<file path="src/design/cnn_feed_pkg.sv">
/* Geometry and types for the layer 1/2 feed sequencer
   Image is 28x28 in four interleaved banks, four filters of 3x3 taps */
package cnn_feed_pkg;

    localparam int PIX_W = 8;
    localparam int IMG_SIDE = 28;
    localparam int BANK_SIDE = IMG_SIDE / 2;  // Words per bank row
    localparam int IMG_ADDR_W = 8;
    localparam int BLOCKS_PER_SIDE = 13;
    localparam int BLOCKS_PER_FILTER = BLOCKS_PER_SIDE * BLOCKS_PER_SIDE;
    localparam int NUM_FILTERS = 4;
    localparam int TAPS = 9;
    localparam int STEPS_PER_BLOCK = 11;  // Header, nine windows, SSFR
    localparam int PARAMS_PER_FILTER = 10;  // Bias then nine weights
    localparam int PARAM_ADDR_W = 6;
    localparam int RES_ADDR_W = 8;

    typedef logic [PIX_W-1:0] pixel_t;
    typedef logic [IMG_ADDR_W-1:0] img_addr_t;
    typedef logic [PARAM_ADDR_W-1:0] param_addr_t;
    typedef logic [RES_ADDR_W-1:0] res_addr_t;

    localparam pixel_t SSFR_CODE = 8'hC1;  // Max-pool plus ReLU
    localparam pixel_t SSFR_PARAM = 8'h28;

    typedef struct packed {
        pixel_t tl;
        pixel_t tr;
        pixel_t bl;
        pixel_t br;
    } window_t;

    typedef enum logic [1:0] {
        FEED_HEADER,
        FEED_WINDOW,
        FEED_SSFR
    } feed_kind_e;

    typedef struct packed {
        feed_kind_e kind;
        window_t    win;
        pixel_t     param;
    } feed_item_t;

    typedef enum logic [1:0] {
        TGT_IMAGE,
        TGT_PARAM,
        TGT_RESULT
    } host_target_e;

    typedef struct packed {
        logic         we;
        host_target_e target;
        logic [1:0]   bank;
        img_addr_t    addr;   // Low bits only for the parameter RAM
        pixel_t       wdata;
    } host_req_t;

    typedef enum logic [1:0] {
        CMD_NOP,
        CMD_START
    } cmd_e;

    typedef enum logic {
        IDLE,
        LAYER12
    } seq_state_e;

endpackage

</file>
<file path="src/design/block_fetch.sv">
`timescale 1ns/100ps
/* Reads one 4x4 block from four banks and emits 11 feed items back to back
   Addresses for the first read come straight from the block_start inputs */
module block_fetch (
    input  logic                           clk,
    input  logic                           reset,
    input  logic                           block_start,
    input  cnn_feed_pkg::img_addr_t        block_base,
    input  cnn_feed_pkg::param_addr_t      filter_base,
    output cnn_feed_pkg::img_addr_t        img_addr,
    input  cnn_feed_pkg::pixel_t [3:0]     img_q,
    output cnn_feed_pkg::param_addr_t      param_addr,
    input  cnn_feed_pkg::pixel_t           param_q,
    output logic                           feed_valid,
    output cnn_feed_pkg::feed_item_t       feed,
    output logic                           block_done
);

    logic [3:0]                step;
    logic                      running;
    logic                      last_step;
    cnn_feed_pkg::img_addr_t   base_q;
    cnn_feed_pkg::param_addr_t fbase_q;
    cnn_feed_pkg::pixel_t      blk [16];  // Row-major, index row*4+col
    logic [3:0]                fill_idx;
    logic [3:0]                win_idx;

    assign last_step = step == 4'(cnn_feed_pkg::STEPS_PER_BLOCK - 1);
    assign feed_valid = running;
    assign block_done = running && last_step;  // On the SSFR item

    // Address issued now is the data of the next step
    always_comb begin
        if (block_start) begin
            img_addr   = block_base;
            param_addr = filter_base;  // Bias first
        end else begin
            param_addr = fbase_q + cnn_feed_pkg::param_addr_t'(step + 4'd1);
            case (step)
                4'd0:    img_addr = base_q + cnn_feed_pkg::img_addr_t'(1);
                4'd1:    img_addr = base_q + cnn_feed_pkg::img_addr_t'(cnn_feed_pkg::BANK_SIDE);
                default: img_addr = base_q
                                    + cnn_feed_pkg::img_addr_t'(cnn_feed_pkg::BANK_SIDE + 1);
            endcase
        end
    end

    always_ff @(posedge clk) begin
        if (reset) begin
            running <= 1'b0;
            step    <= 4'd0;
        end else if (block_start) begin
            running <= 1'b1;
            step    <= 4'd0;
        end else if (running) begin
            if (last_step) begin
                running <= 1'b0;
                step    <= 4'd0;
            end else begin
                step <= step + 4'd1;
            end
        end
    end

    // Bank word of step s covers block rows 2(s/2)..+1, cols 2(s%2)..+1
    assign fill_idx = {step[1], 1'b0, step[0], 1'b0};

    always_ff @(posedge clk) begin
        if (block_start) begin
            base_q  <= block_base;
            fbase_q <= filter_base;
        end
        if (running && step < 4'd4) begin
            blk[fill_idx]        <= img_q[0];
            blk[fill_idx + 4'd1] <= img_q[1];
            blk[fill_idx + 4'd4] <= img_q[2];  // Odd image row
            blk[fill_idx + 4'd5] <= img_q[3];
        end
    end

    // Window select table, top-left pixel of window step-1
    always_comb begin
        case (step)
            4'd1:    win_idx = 4'd0;
            4'd2:    win_idx = 4'd1;
            4'd3:    win_idx = 4'd2;
            4'd4:    win_idx = 4'd4;
            4'd5:    win_idx = 4'd5;
            4'd6:    win_idx = 4'd6;
            4'd7:    win_idx = 4'd8;
            4'd8:    win_idx = 4'd9;
            4'd9:    win_idx = 4'd10;
            default: win_idx = 4'd0;
        endcase
    end

    always_comb begin
        feed       = '0;
        feed.param = param_q;  // Bias on step 0, weight step-1 after
        if (step == 4'd0) begin
            feed.kind   = cnn_feed_pkg::FEED_HEADER;
            feed.win.tr = cnn_feed_pkg::pixel_t'(cnn_feed_pkg::TAPS);  // MAC count
        end else if (last_step) begin
            feed.kind   = cnn_feed_pkg::FEED_SSFR;
            feed.win.tl = cnn_feed_pkg::SSFR_CODE;
            feed.param  = cnn_feed_pkg::SSFR_PARAM;
        end else begin
            feed.kind   = cnn_feed_pkg::FEED_WINDOW;
            feed.win.tl = blk[win_idx];
            feed.win.tr = blk[win_idx + 4'd1];
            feed.win.bl = blk[win_idx + 4'd4];
            feed.win.br = blk[win_idx + 4'd5];
        end
    end

    a_no_start_while_running: assert property (
        @(posedge clk) disable iff (reset)
        block_start |-> !running
    );

endmodule

</file>
<file path="config.mk">
export PLATFORM = sky130hd
export DESIGN_NAME = block_fetch
export DESIGN_NICKNAME = d
export VERILOG_FILES = /design/src/design/cnn_feed_pkg.sv /design/src/design/block_fetch.sv
export SDC_FILE = /design/constraint.sdc
export NUM_CORES = 1
export LEC_CHECK = 0
export BUFFER_PORTS_ARGS = -buffer_cell sky130_fd_sc_hd__buf_4
export CORE_MARGIN = 5
export CORE_UTILIZATION = 50
export DETAILED_ROUTE_END_ITERATION = 10
export GPL_ROUTABILITY_DRIVEN = 0
export PLACE_DENSITY = 0.71
export SYNTH_ARGS = -nofsm -noshare
export SYNTH_HDL_FRONTEND = slang
export SYNTH_SLANG_ARGS = --single-unit
</file>
<file path="constraint.sdc">
create_clock -name clk -period 5.8 [get_ports clk]
set_input_delay 0.87 -clock clk [delete_from_list [all_inputs] [get_ports clk]]
set_output_delay 0.87 -clock clk [all_outputs]
set_load 0.01 [all_outputs]
</file>
==> results of run 1 <==
==> per-stage QoR <==
step	instance area, µm²	std cells	worst slack (ps)	hold WS [ps]	power, mW
finish	9770	829	1580	620	2.70
global route	9770	829	1370	612	2.79
CTS	9770	829	1520	597	2.72
detailed placement	9120	797	1990	719	1.52
global placement	9120	797	2010	692	1.51
floorplan	8080	493	1300	549	1.40
==> cells in the final DEF (no fill, tap or decap), types with 3 or more instances in the layout <==
cell / netlist / final
sky130_fd_sc_hd__edfxtp_1: 142 / 142
sky130_fd_sc_hd__buf_4: 1 / 124
sky130_fd_sc_hd__mux4_2: 90 / 90
sky130_fd_sc_hd__and2_1: 30 / 30
sky130_fd_sc_hd__nand2_1: 22 / 22
sky130_fd_sc_hd__nor2_1: 22 / 22
sky130_fd_sc_hd__clkbuf_16: 0 / 17
sky130_fd_sc_hd__a211oi_1: 14 / 14
sky130_fd_sc_hd__a21oi_1: 14 / 14
sky130_fd_sc_hd__nor2b_1: 11 / 11
sky130_fd_sc_hd__inv_1: 9 / 9
sky130_fd_sc_hd__ha_1: 9 / 9
sky130_fd_sc_hd__xnor2_1: 9 / 8
sky130_fd_sc_hd__o21ai_0: 8 / 8
sky130_fd_sc_hd__mux2i_1: 8 / 8
sky130_fd_sc_hd__dfxtp_1: 9 / 7
sky130_fd_sc_hd__o21ai_1: 6 / 6
sky130_fd_sc_hd__nand3_1: 6 / 6
sky130_fd_sc_hd__bufinv_16: 0 / 5
sky130_fd_sc_hd__nor3b_1: 4 / 4
sky130_fd_sc_hd__xor2_1: 4 / 4
sky130_fd_sc_hd__clkinv_4: 0 / 4
sky130_fd_sc_hd__nor3_1: 3 / 3
sky130_fd_sc_hd__nor4_2: 1 / 3
sky130_fd_sc_hd__or2_2: 3 / 3
sky130_fd_sc_hd__nand2b_1: 3 / 3
sky130_fd_sc_hd__clkinvlp_4: 0 / 3
==> report_power, final <==
part | total, mW | switching, mW | leakage, nW | internal, mW
combinational | 0.252 | 0.117 | 1.65 | 0.134
sequential | 1.24 | 0.0186 | 1.38 | 1.22
clock | 1.21 | 0.440 | 0.309 | 0.766
total | 2.70 | 0.576 | 3.34 | 2.12
==> cell families (layout without fill, tap and decap cells) <==
family / Yosys count / count (layout) / share of synthesized area [%]
DFF: 151 / 151 / 55.0
buffers and inverters: 47 / 167 / 2.86
AOI/OAI and AO/OA: 52 / 52 / 3.99
muxes: 99 / 99 / 26.2
adders and majority gates: 11 / 11 / 1.89
and+or+nand+nor: 117 / 117 / 8.04
xor gates and xnor gates: 16 / 16 / 2.01
==> final timing paths <==
check	endpoint	slack (ps)	cells after the start
worst max-delay path	feed[11]	1580	6
worst min-delay path	feed_valid	620	2
worst max register to register	blk[2][4]	3450	3
worst min register to register	step[3]	740	2
==> sequential cells by signal, summed over array words and instances, names as in the netlist <==
register and count:
base_q 8, blk 128, fbase_q 6, feed_valid 1, step 4, win_idx 4
==> metal layers <==
layer | vias to the layer above | share of wire [%] | track usage (%)
met5 | - | 0 | 0
met3 | 14 | 6.6 | 4.04
li1 | 2209 | - | -
met2 | 164 | 51 | 32.7
met4 | 0 | 0.94 | 6.26
met1 | 2539 | 41 | 26.5
==> area by class of cell <==
type                    count  area (µm²)
clock buffers              17         425
clock inverters            15         228
fillers                  1206        6110
inverters                  11        41.3
multi-input cells         295        3430
flip-flops and latches    151        4450
well taps                 216         270
repair buffers            124         931
==> metrics.log, run 1 <==
INFO  metric status = complete, no violations
INFO  metric postSynth.topFlopCell = sky130_fd_sc_hd__edfxtp_1
INFO  metric cts-hold-fix-buffers = 0
INFO  metric crit_slowest_cell = sky130_fd_sc_hd__buf_4
INFO  metric hp-start = reset
INFO  metric synth_area_per_cell = 16.4 µm²
INFO  metric synth.lib_cells_used.distinct = 46
INFO  metric synth_sequential_area_ratio = 55.0%
INFO  metric ys_async_sr_fraction = 0%
INFO  metric clk_root_buffer_cell = sky130_fd_sc_hd__clkbuf_16
INFO  metric first_global_vias = 5107
INFO  metric setup_tns = 0 ps
INFO  metric wirelength = 17700 µm
INFO  metric route.antenna.remaining_nets = 0
INFO  metric total_number_of_nets_in_the_final_design = 668
INFO  metric cp-start-kind = flip-flop
INFO  metric cellLeakagePower = 3.34 nW
INFO  metric grt_pass1_wl = 27700 µm
INFO  metric synth.yosys.warnings = 0
INFO  metric grt_max_degree = 67
INFO  metric cts_post_setup_buffers_inserted = 0
INFO  metric fp.dieH = 137 µm
INFO  metric synth_common_cells = 142 x sky130_fd_sc_hd__edfxtp_1, 90 x sky130_fd_sc_hd__mux4_2, 30 x sky130_fd_sc_hd__and2_1, 22 x sky130_fd_sc_hd__nand2_1, 22 x sky130_fd_sc_hd__nor2_1
INFO  metric p_per_area = 276 nW/µm²
INFO  metric avgRoutedWirePerCell = 21.3 µm
INFO  metric grt_setup_unrepaired = no
INFO  metric critPathLaunch = win_idx[0]
INFO  metric timing.critical_path.arrival = 3350 ps
INFO  metric register_bit_count_reported_by_yosys = 151
INFO  metric firstDrtPassIters = 5
INFO  metric synth_area_leader_cell = sky130_fd_sc_hd__edfxtp_1
INFO  metric fp.dieW = 137 µm
INFO  metric setup_violations = 0
INFO  metric ir_worst_vdd = 0.229 mV
INFO  metric required = 4930 ps
INFO  metric report.final.hold_viol_count = 0
INFO  metric die_outline_area = 18800 µm²
INFO  metric area_growth = 20.9%
INFO  metric vias_per_cell = 5.94
INFO  metric max-clock-path-buffers = 2
INFO  metric slew-limit-headroom = 33.3%
INFO  metric synth_cells = 493
INFO  metric num_vias = 4926
INFO  metric critPathBufInv = 2
INFO  metric final_period_util = 72.8%
INFO  metric cp_cell_sequence = buf_4, a21oi_1, xnor2_2, mux4_2, and2_1, buf_4
INFO  metric max_cap_violations = 0
INFO  metric synthesis.area = 8080 µm²
INFO  metric largest_fanout_on_the_critical_path = 66
INFO  metric post-synth-top-count-cell = sky130_fd_sc_hd__edfxtp_1
INFO  metric floorplan.core_area = 15900 µm²
INFO  metric route.detailed.drc = 0
INFO  metric antennaDiodeCount = 0
INFO  metric worst_path_largest_cell_delay = 750 ps
INFO  metric timing.fmax = 237 MHz
INFO  metric timing.setup.critical_path_class = flip-flop to output port
INFO  metric number_of_antenna_violations_at_the_first_check_in_global_routing = 0
INFO  metric place.detailed.hpwl = 11800 µm
INFO  metric worstSkewPairLatency = 420 ps
INFO  metric hold_path_class = input port to flip-flop
INFO  metric gr-total-overflow = 0
INFO  metric synth.top_cell.area_share = 52.8%
INFO  metric share_of_layout_cells_above_drive_strength_1 = 42.7%
INFO  metric first_iter_violations = 394
INFO  metric ctsResizeCount = 0
INFO  metric worst-slew-pin-transition = 999 ps
INFO  metric syn_nets = 561
INFO  metric final_util = 61.5%
INFO  metric num_cts_buffers = 17
INFO  metric boundaryPins = 115
INFO  metric layout_min_cycle_time = 4220 ps
INFO  metric clock_tree_from_tritoncts = built
INFO  metric number_of_synthesized_flops_with_an_enable_pin = 142
INFO  metric synth.area.top_cells = sky130_fd_sc_hd__edfxtp_1 53%, sky130_fd_sc_hd__mux4_2 25%, sky130_fd_sc_hd__and2_1 2.3%
INFO  metric count_of_buffers_inserted_at_the_top_level_ports = 114
INFO  metric groute.usage.overall = 19.8%
INFO  metric timing.critical_path.to_type = output port
INFO  metric htree_levels = 4
INFO  metric fp-row-count = 46
INFO  metric clk_pin_slew = 60 ps
INFO  metric tritoncts_num_sinks = 151
INFO  metric finalMaxSlewViolations = 0
INFO  metric initial_utilization = 50.9%
INFO  metric timing.rr.start = step[0]
INFO  metric timing.critical_path.max_delay_family = buffers and inverters
INFO  metric critical_path.most_common_cell = sky130_fd_sc_hd__buf_4
INFO  metric fin_skew = 5.43 ps
No activity file was read; power rests on OpenSTA's default activity.
==> run 2: changes to the inputs <==
Settings changed: PLACE_DENSITY 0.71 to 0.74.
Clock period 5.8 ns to 3.55 ns, I/O delays scaled along.
==> run 2 against run 1 <==
Design area fell by 0.23%. Non-clock buffer count rose by 10. Worst setup slack got worse by 1400 ps. Largest power group unchanged. Die area did not move. Flip-flop and latch count did not move. First-iteration DRC count rose by 21%. Utilization fell by 0.14 points. Clock-buffer cell count rose by 1. Final cell count rose by 1.2%.
==> metrics.log, run 2 (synthesis gave the netlist of run 1 again) <==
INFO  metric status = complete, no violations
INFO  metric timing.critical_path.arrival = 2840 ps
INFO  metric antennaDiodeCount = 0
INFO  metric first_global_vias = 5340
INFO  metric crit-reg2reg-capture = blk[2][7]
INFO  metric setup_violations = 0
INFO  metric cell_internal_pwr = 3.12 mW
INFO  metric hold-worst-slack = 282 ps
INFO  metric most-common-layout-cells = 142 x sky130_fd_sc_hd__edfxtp_1, 132 x sky130_fd_sc_hd__buf_4, 90 x sky130_fd_sc_hd__mux4_2
INFO  metric worst-slew-pin-transition = 871 ps
INFO  metric final_period_util = 95.1%
INFO  metric share_comb_of_total_power = 10.3%
INFO  metric share_of_layout_cells_above_drive_strength_1 = 43.7%
INFO  metric grt_max_degree = 67
INFO  metric place.detailed.hpwl = 12400 µm
INFO  metric layout.cells.most_common = sky130_fd_sc_hd__edfxtp_1
INFO  metric boundaryPins = 115
INFO  metric largest_reg_flops = 128
INFO  metric vias_per_cell = 6.00
INFO  metric number_of_antenna_violations_at_the_first_check_in_global_routing = 0
INFO  metric wirelength = 18700 µm
INFO  metric switching_share_of_total_power = 23.5%
INFO  metric tritoncts_num_sinks = 151
INFO  metric grt_pass1_wl = 29500 µm
INFO  metric clock_tree_from_tritoncts = built
INFO  metric first_iter_violations = 478
INFO  metric htree_levels = 4
INFO  metric ir_worst_vdd = 0.342 mV
INFO  metric count_of_buffers_inserted_at_the_top_level_ports = 114
INFO  metric initial_utilization = 50.9%
INFO  metric timing.fmax = 296 MHz
INFO  metric fp.dieW = 137 µm
INFO  metric fp-row-count = 46
INFO  metric min_to = feed_valid
INFO  metric worst_path_largest_cell_delay = 690 ps
INFO  metric pre_cts_ws = 412 ps
INFO  metric seq_power_share = 49.8%
INFO  metric p_per_area = 418 nW/µm²
INFO  metric final_area = 9750 µm²
INFO  metric firstDrtPassIters = 6
INFO  metric total_number_of_nets_in_the_final_design = 678
INFO  metric clk_pin_slew = 60 ps
INFO  metric groute.usage.overall = 21.0%
INFO  metric place.detailed.instances = 806
INFO  metric max-clock-path-buffers = 2
INFO  metric nFillCells = 1203
INFO  metric regMostFlops = blk
INFO  metric post-layout-total-power = 4.07 mW
INFO  metric timing.critical_path.to_type = output port
INFO  metric gr-total-overflow = 0
INFO  metric cp-start-kind = flip-flop
INFO  metric worstSkewPairLatency = 430 ps
INFO  metric finalMaxSlewViolations = 0
INFO  metric die_outline_area = 18800 µm²
INFO  metric route.antenna.remaining_nets = 0
INFO  metric timing.critical_path.max_delay_family = XOR/XNOR gates
INFO  metric critPathBufInv = 2
INFO  metric avgRoutedWirePerCell = 22.3 µm
INFO  metric fp.dieH = 137 µm
INFO  metric grt_setup_unrepaired = no
INFO  metric hold_path_class = input port to flip-flop
INFO  metric timing.setup.critical_path_class = flip-flop to output port
INFO  metric critical_path.most_common_cell = sky130_fd_sc_hd__buf_4
INFO  metric max_cap_violations = 0
INFO  metric num_vias = 5038
INFO  metric report.final.hold_viol_count = 0
INFO  metric dpl-instance-area = 9200 µm²
INFO  metric p_clk_share = 39.9%
INFO  metric required = 3020 ps
INFO  metric finalWorstSetupSlack = 173 ps
INFO  metric timing.rr.start = step[1]
INFO  metric timing.reg2reg.worst_path_depth = 5
INFO  metric sw_pwr = 0.958 mW
INFO  metric crit_slowest_cell = sky130_fd_sc_hd__xnor2_2
INFO  metric min_delay_path_depth = 2
INFO  metric largestRegisters = blk x128, base_q x8, fbase_q x6
INFO  metric floorplan.core_area = 15900 µm²
INFO  metric final-instance-count-excl-fill = 839
INFO  metric route.detailed.drc = 0
INFO  metric largest_fanout_on_the_critical_path = 11
INFO  metric hp-start = reset
INFO  metric timing.reg2reg.setup_slack = 1540 ps
INFO  metric slew-limit-headroom = 41.7%
INFO  metric clk_root_buffer_cell = sky130_fd_sc_hd__clkbuf_16
INFO  metric fin_skew = 14.5 ps
INFO  metric num_cts_buffers = 17
INFO  metric cp_cell_sequence = ha_1, xnor2_2, buf_4, mux4_2, and2_1, buf_4
INFO  metric layout_min_cycle_time = 3380 ps
INFO  metric area_growth = 20.6%
INFO  metric cellLeakagePower = 3.34 nW
[run 2: cell types whose count changed in the layout (fill, tap and decap cells not counted), sizes merged]
cell      previous run  this run
buf                124       134
bufinv               5         0
clkbuf              17        18
clkinv               6         4
clkinvlp             3         5
inv                 12        16
[run 2: metal layers]
metal  share of wire (%)  up-vias  global-route usage, %
li1                    -     2229                      -
met5                   0        -                      0
met1                  39     2558                   27.3
met4                 1.6        0                   7.21
met3                 8.5       22                   5.07
met2                  51      229                   35.0
[run 2: final cells by class]
type / instances / area [µm²] / area share (%)
tap: 216 / 270 / 2.77
multi-input combinational: 295 / 3430 / 35.2
inverter: 11 / 41.3 / 0.424
timing repair buffer: 134 / 1020 / 10.5
clock inverter: 14 / 98.8 / 1.01
sequential: 151 / 4450 / 45.7
clock buffer: 18 / 429 / 4.40
[run 2: worst reg2reg max path, stage by stage (launching register included)]
cell                      delay [ps]
sky130_fd_sc_hd__dfxtp_1         400
sky130_fd_sc_hd__buf_4           200
sky130_fd_sc_hd__nor4b_1         280
sky130_fd_sc_hd__buf_4           180
sky130_fd_sc_hd__and2_1          120
sky130_fd_sc_hd__buf_4           460
[run 2: worst max-delay path by stage]
| stage | from | end | slack (ps) | depth (start not counted) |
|---|---|---|---|---|
| 5_1_grt | step[0] | img_addr[6] | 5 | 9 |
| 2_1_floorplan | step[1] | blk[12][0] | -950 | 3 |
| 3_3_place_gp | step[0] | img_addr[6] | 520 | 9 |
| 3_5_place_dp | step[0] | img_addr[6] | 410 | 9 |
| 4_1_cts | step[0] | img_addr[6] | 70 | 9 |
| 6_report | win_idx[0] | feed[14] | 170 | 6 |
[run 2: metrics by stage]
step	utilization [%]	TNS, ps
after CTS	61.3	0
after floorplan	-	-60720
final	61.4	0
after global routing	61.4	0
after detailed placement	57.9	0
after global placement	57.9	0
[run 2: what timing repair did]
item / in CTS / in global routing
endpoints found under the setup margin: 2 / 20
setup buffers: 0 / 1
hold buffers: 0 / 0
pin swaps: 0 / 1
resized for setup: 1 / 3
[run 2: power groups by stage]
stage / Combinational, mW / Sequential, mW / Clock (mW)
2_1_floorplan: 0.241 / 2.05 / 0
3_3_place_gp: 0.409 / 2.06 / 0
3_5_place_dp: 0.419 / 2.07 / 0
4_1_cts: 0.423 / 2.03 / 1.65
5_1_grt: 0.457 / 2.03 / 1.73
6_report: 0.420 / 2.03 / 1.62
==> run 3: changes to the inputs <==
==> constraint.sdc (replaced) <==
create_clock -name clk -period 3.55 [get_ports clk]
set_input_delay 0.355 -clock clk [delete_from_list [all_inputs] [get_ports clk]]
set_output_delay 0.355 -clock clk [all_outputs]
set_load 0.01 [all_outputs]
==> run 3 against run 2 <==
Non-clock buffer count down 5. Fmax down 0.74%. Die area unchanged. Worst setup slack worse by 25 ps. Critical path type unchanged. Largest cell class unchanged. Largest power group unchanged.
==> metrics.log, run 3 (synthesis gave the netlist of run 1 again) <==
INFO  metric total_number_of_nets_in_the_final_design = 673
INFO  metric tritoncts_num_sinks = 151
INFO  metric status = complete, no violations
INFO  metric use_met1 = 27.1%
INFO  metric required = 3190 ps
INFO  metric critPathLaunch = step[3]
INFO  metric use_met2 = 35.1%
INFO  metric worstSkewPairLatency = 420 ps
INFO  metric grt_pass1_wl = 29200 µm
INFO  metric setup_violations = 0
INFO  metric report.final.hold_viol_count = 0
INFO  metric grt_use_met3 = 6.47%
INFO  metric ir_worst_vdd = 0.360 mV
INFO  metric timing.rr.start = step[0]
INFO  metric finalWorstSetupSlack = 148 ps
INFO  metric antennaDiodeCount = 0
INFO  metric route.detailed.drc = 0
INFO  metric place.detailed.hpwl = 12500 µm
INFO  metric slew-limit-headroom = 48.1%
INFO  metric wirelength = 18700 µm
INFO  metric cellLeakagePower = 3.35 nW
INFO  metric groute.usage.overall = 21.0%
INFO  metric vias_per_cell = 6.00
INFO  metric max_cap_violations = 0
INFO  metric route.antenna.remaining_nets = 0
INFO  metric fp-row-count = 46
INFO  metric hold_path_class = input port to flip-flop
INFO  metric timing.critical_path.to_type = output port
INFO  metric post-layout-total-power = 4.31 mW
INFO  metric num_vias = 4995
INFO  metric count_of_buffers_inserted_at_the_top_level_ports = 114
INFO  metric cts_post_setup_buffers_inserted = 0
INFO  metric firstDrtPassIters = 5
INFO  metric grt-busiest-layer = met2
INFO  metric most-common-layout-cells = 142 x sky130_fd_sc_hd__edfxtp_1, 128 x sky130_fd_sc_hd__buf_4, 90 x sky130_fd_sc_hd__mux4_2
INFO  metric num_cts_buffers = 17
INFO  metric initial_utilization = 50.9%
INFO  metric avgRoutedWirePerCell = 22.5 µm
INFO  metric regArea = 4450 µm²
INFO  metric htree_levels = 4
INFO  metric nFillCells = 1208
INFO  metric fp.dieH = 137 µm
INFO  metric grt_max_degree = 49
INFO  metric max-clock-path-buffers = 2
INFO  metric multi_input_gate_area_in_the_final_layout = 3430 µm²
INFO  metric cp-start-kind = flip-flop
INFO  metric floorplan.core_area = 15900 µm²
INFO  metric timing.setup.critical_path_class = flip-flop to output port
INFO  metric die_outline_area = 18800 µm²
INFO  metric clk_root_buffer_cell = sky130_fd_sc_hd__clkbuf_16
INFO  metric layout_min_cycle_time = 3400 ps
INFO  metric largestRegisters = blk x128, base_q x8, fbase_q x6
INFO  metric crit_slowest_cell = sky130_fd_sc_hd__dfxtp_1
INFO  metric worst-slew-pin-transition = 778 ps
INFO  metric clk_pin_slew = 60 ps
INFO  metric p_per_area = 440 nW/µm²
INFO  metric setup_tns = 0 ps
INFO  metric final_period_util = 95.8%
INFO  metric number_of_antenna_violations_at_the_first_check_in_global_routing = 0
INFO  metric dpl-instance-area = 9170 µm²
INFO  metric area_growth = 21.0%
INFO  metric gr-total-overflow = 0
INFO  metric fin_skew = 7.05 ps
INFO  metric fp.dieW = 137 µm
INFO  metric first_iter_violations = 376
INFO  metric grt_setup_unrepaired = yes
INFO  metric first_global_vias = 5296
INFO  metric timing.fmax = 294 MHz
INFO  metric finalMaxSlewViolations = 0
INFO  metric pre_cts_ws = 497 ps
INFO  metric hp-start = reset
INFO  metric timing.reg2reg.setup_slack = 1110 ps
INFO  metric largest_fanout_on_the_critical_path = 16
INFO  metric share_of_layout_cells_above_drive_strength_1 = 43.1%
INFO  metric layout.cells.most_common = sky130_fd_sc_hd__edfxtp_1
INFO  metric cp_cell_sequence = nor4_4, inv_2, fa_1, a21o_1, a211oi_1, nor2_1, xnor2_1, o21ai_1, buf_4
INFO  metric largest_reg_flops = 128
INFO  metric timing.critical_path.arrival = 3050 ps
INFO  metric worst_path_largest_cell_delay = 520 ps
INFO  metric final_area = 9780 µm²
INFO  metric regMostFlops = blk
INFO  metric boundaryPins = 115
INFO  metric clock_tree_from_tritoncts = built
-- run 3: where the power goes --
part           switching (mW)  internal (mW)  leakage (nW)
Sequential             0.0313           2.00          1.38
Clock                   0.736           1.12         0.281
Combinational           0.202          0.223          1.69
-- run 3: worst paths after layout --
check | depth (start not counted) | end
max reg2reg | 3 | blk[3][7]
max | 9 | img_addr[4]
min | 2 | feed_valid
min reg2reg | 2 | step[0]
-- run 3: cell type report --
cell class | count | share of cell area [%]
Clock inverter | 12 | 1.73
Tap cell | 216 | 2.76
Inverter | 11 | 0.422
Sequential cell | 151 | 45.5
Timing Repair Buffer | 129 | 10.0
Clock buffer | 19 | 4.43
Multi-Input combinational cell | 295 | 35.1
-- run 3: metal layers --
| metal | vias up | wire length, µm |
|---|---|---|
| met3 | 14 | 1670 |
| met5 | - | 0 |
| li1 | 2219 | - |
| met1 | 2551 | 7150 |
| met2 | 211 | 9710 |
| met4 | 0 | 175 |
-- run 3: through the flow --
stage | utilization (%) | hold slack, ps | cells
floorplan | - | 427 | 493
global placement | 57.7 | 529 | 802
detailed placement | 57.7 | 537 | 802
CTS | 61.5 | 95.8 | 833
global route | 61.6 | 105 | 833
finish | 61.6 | 106 | 833
-- run 3: critical path: cells and delay by family (launching register included) --
kind | cells | cell delay, ps
AO/OA/AOI/OAI | 3 | 660
XOR/XNOR | 1 | 140
adder cells (fa/ha/maj) | 1 | 440
buffers and inverters | 2 | 280
flip-flops | 1 | 520
AND/OR/NAND/NOR | 2 | 580
-- run 3: timing repair --
item,in CTS,in global routing
resized for setup,0,2
setup endpoints to repair,0,21
hold buffers,0,0
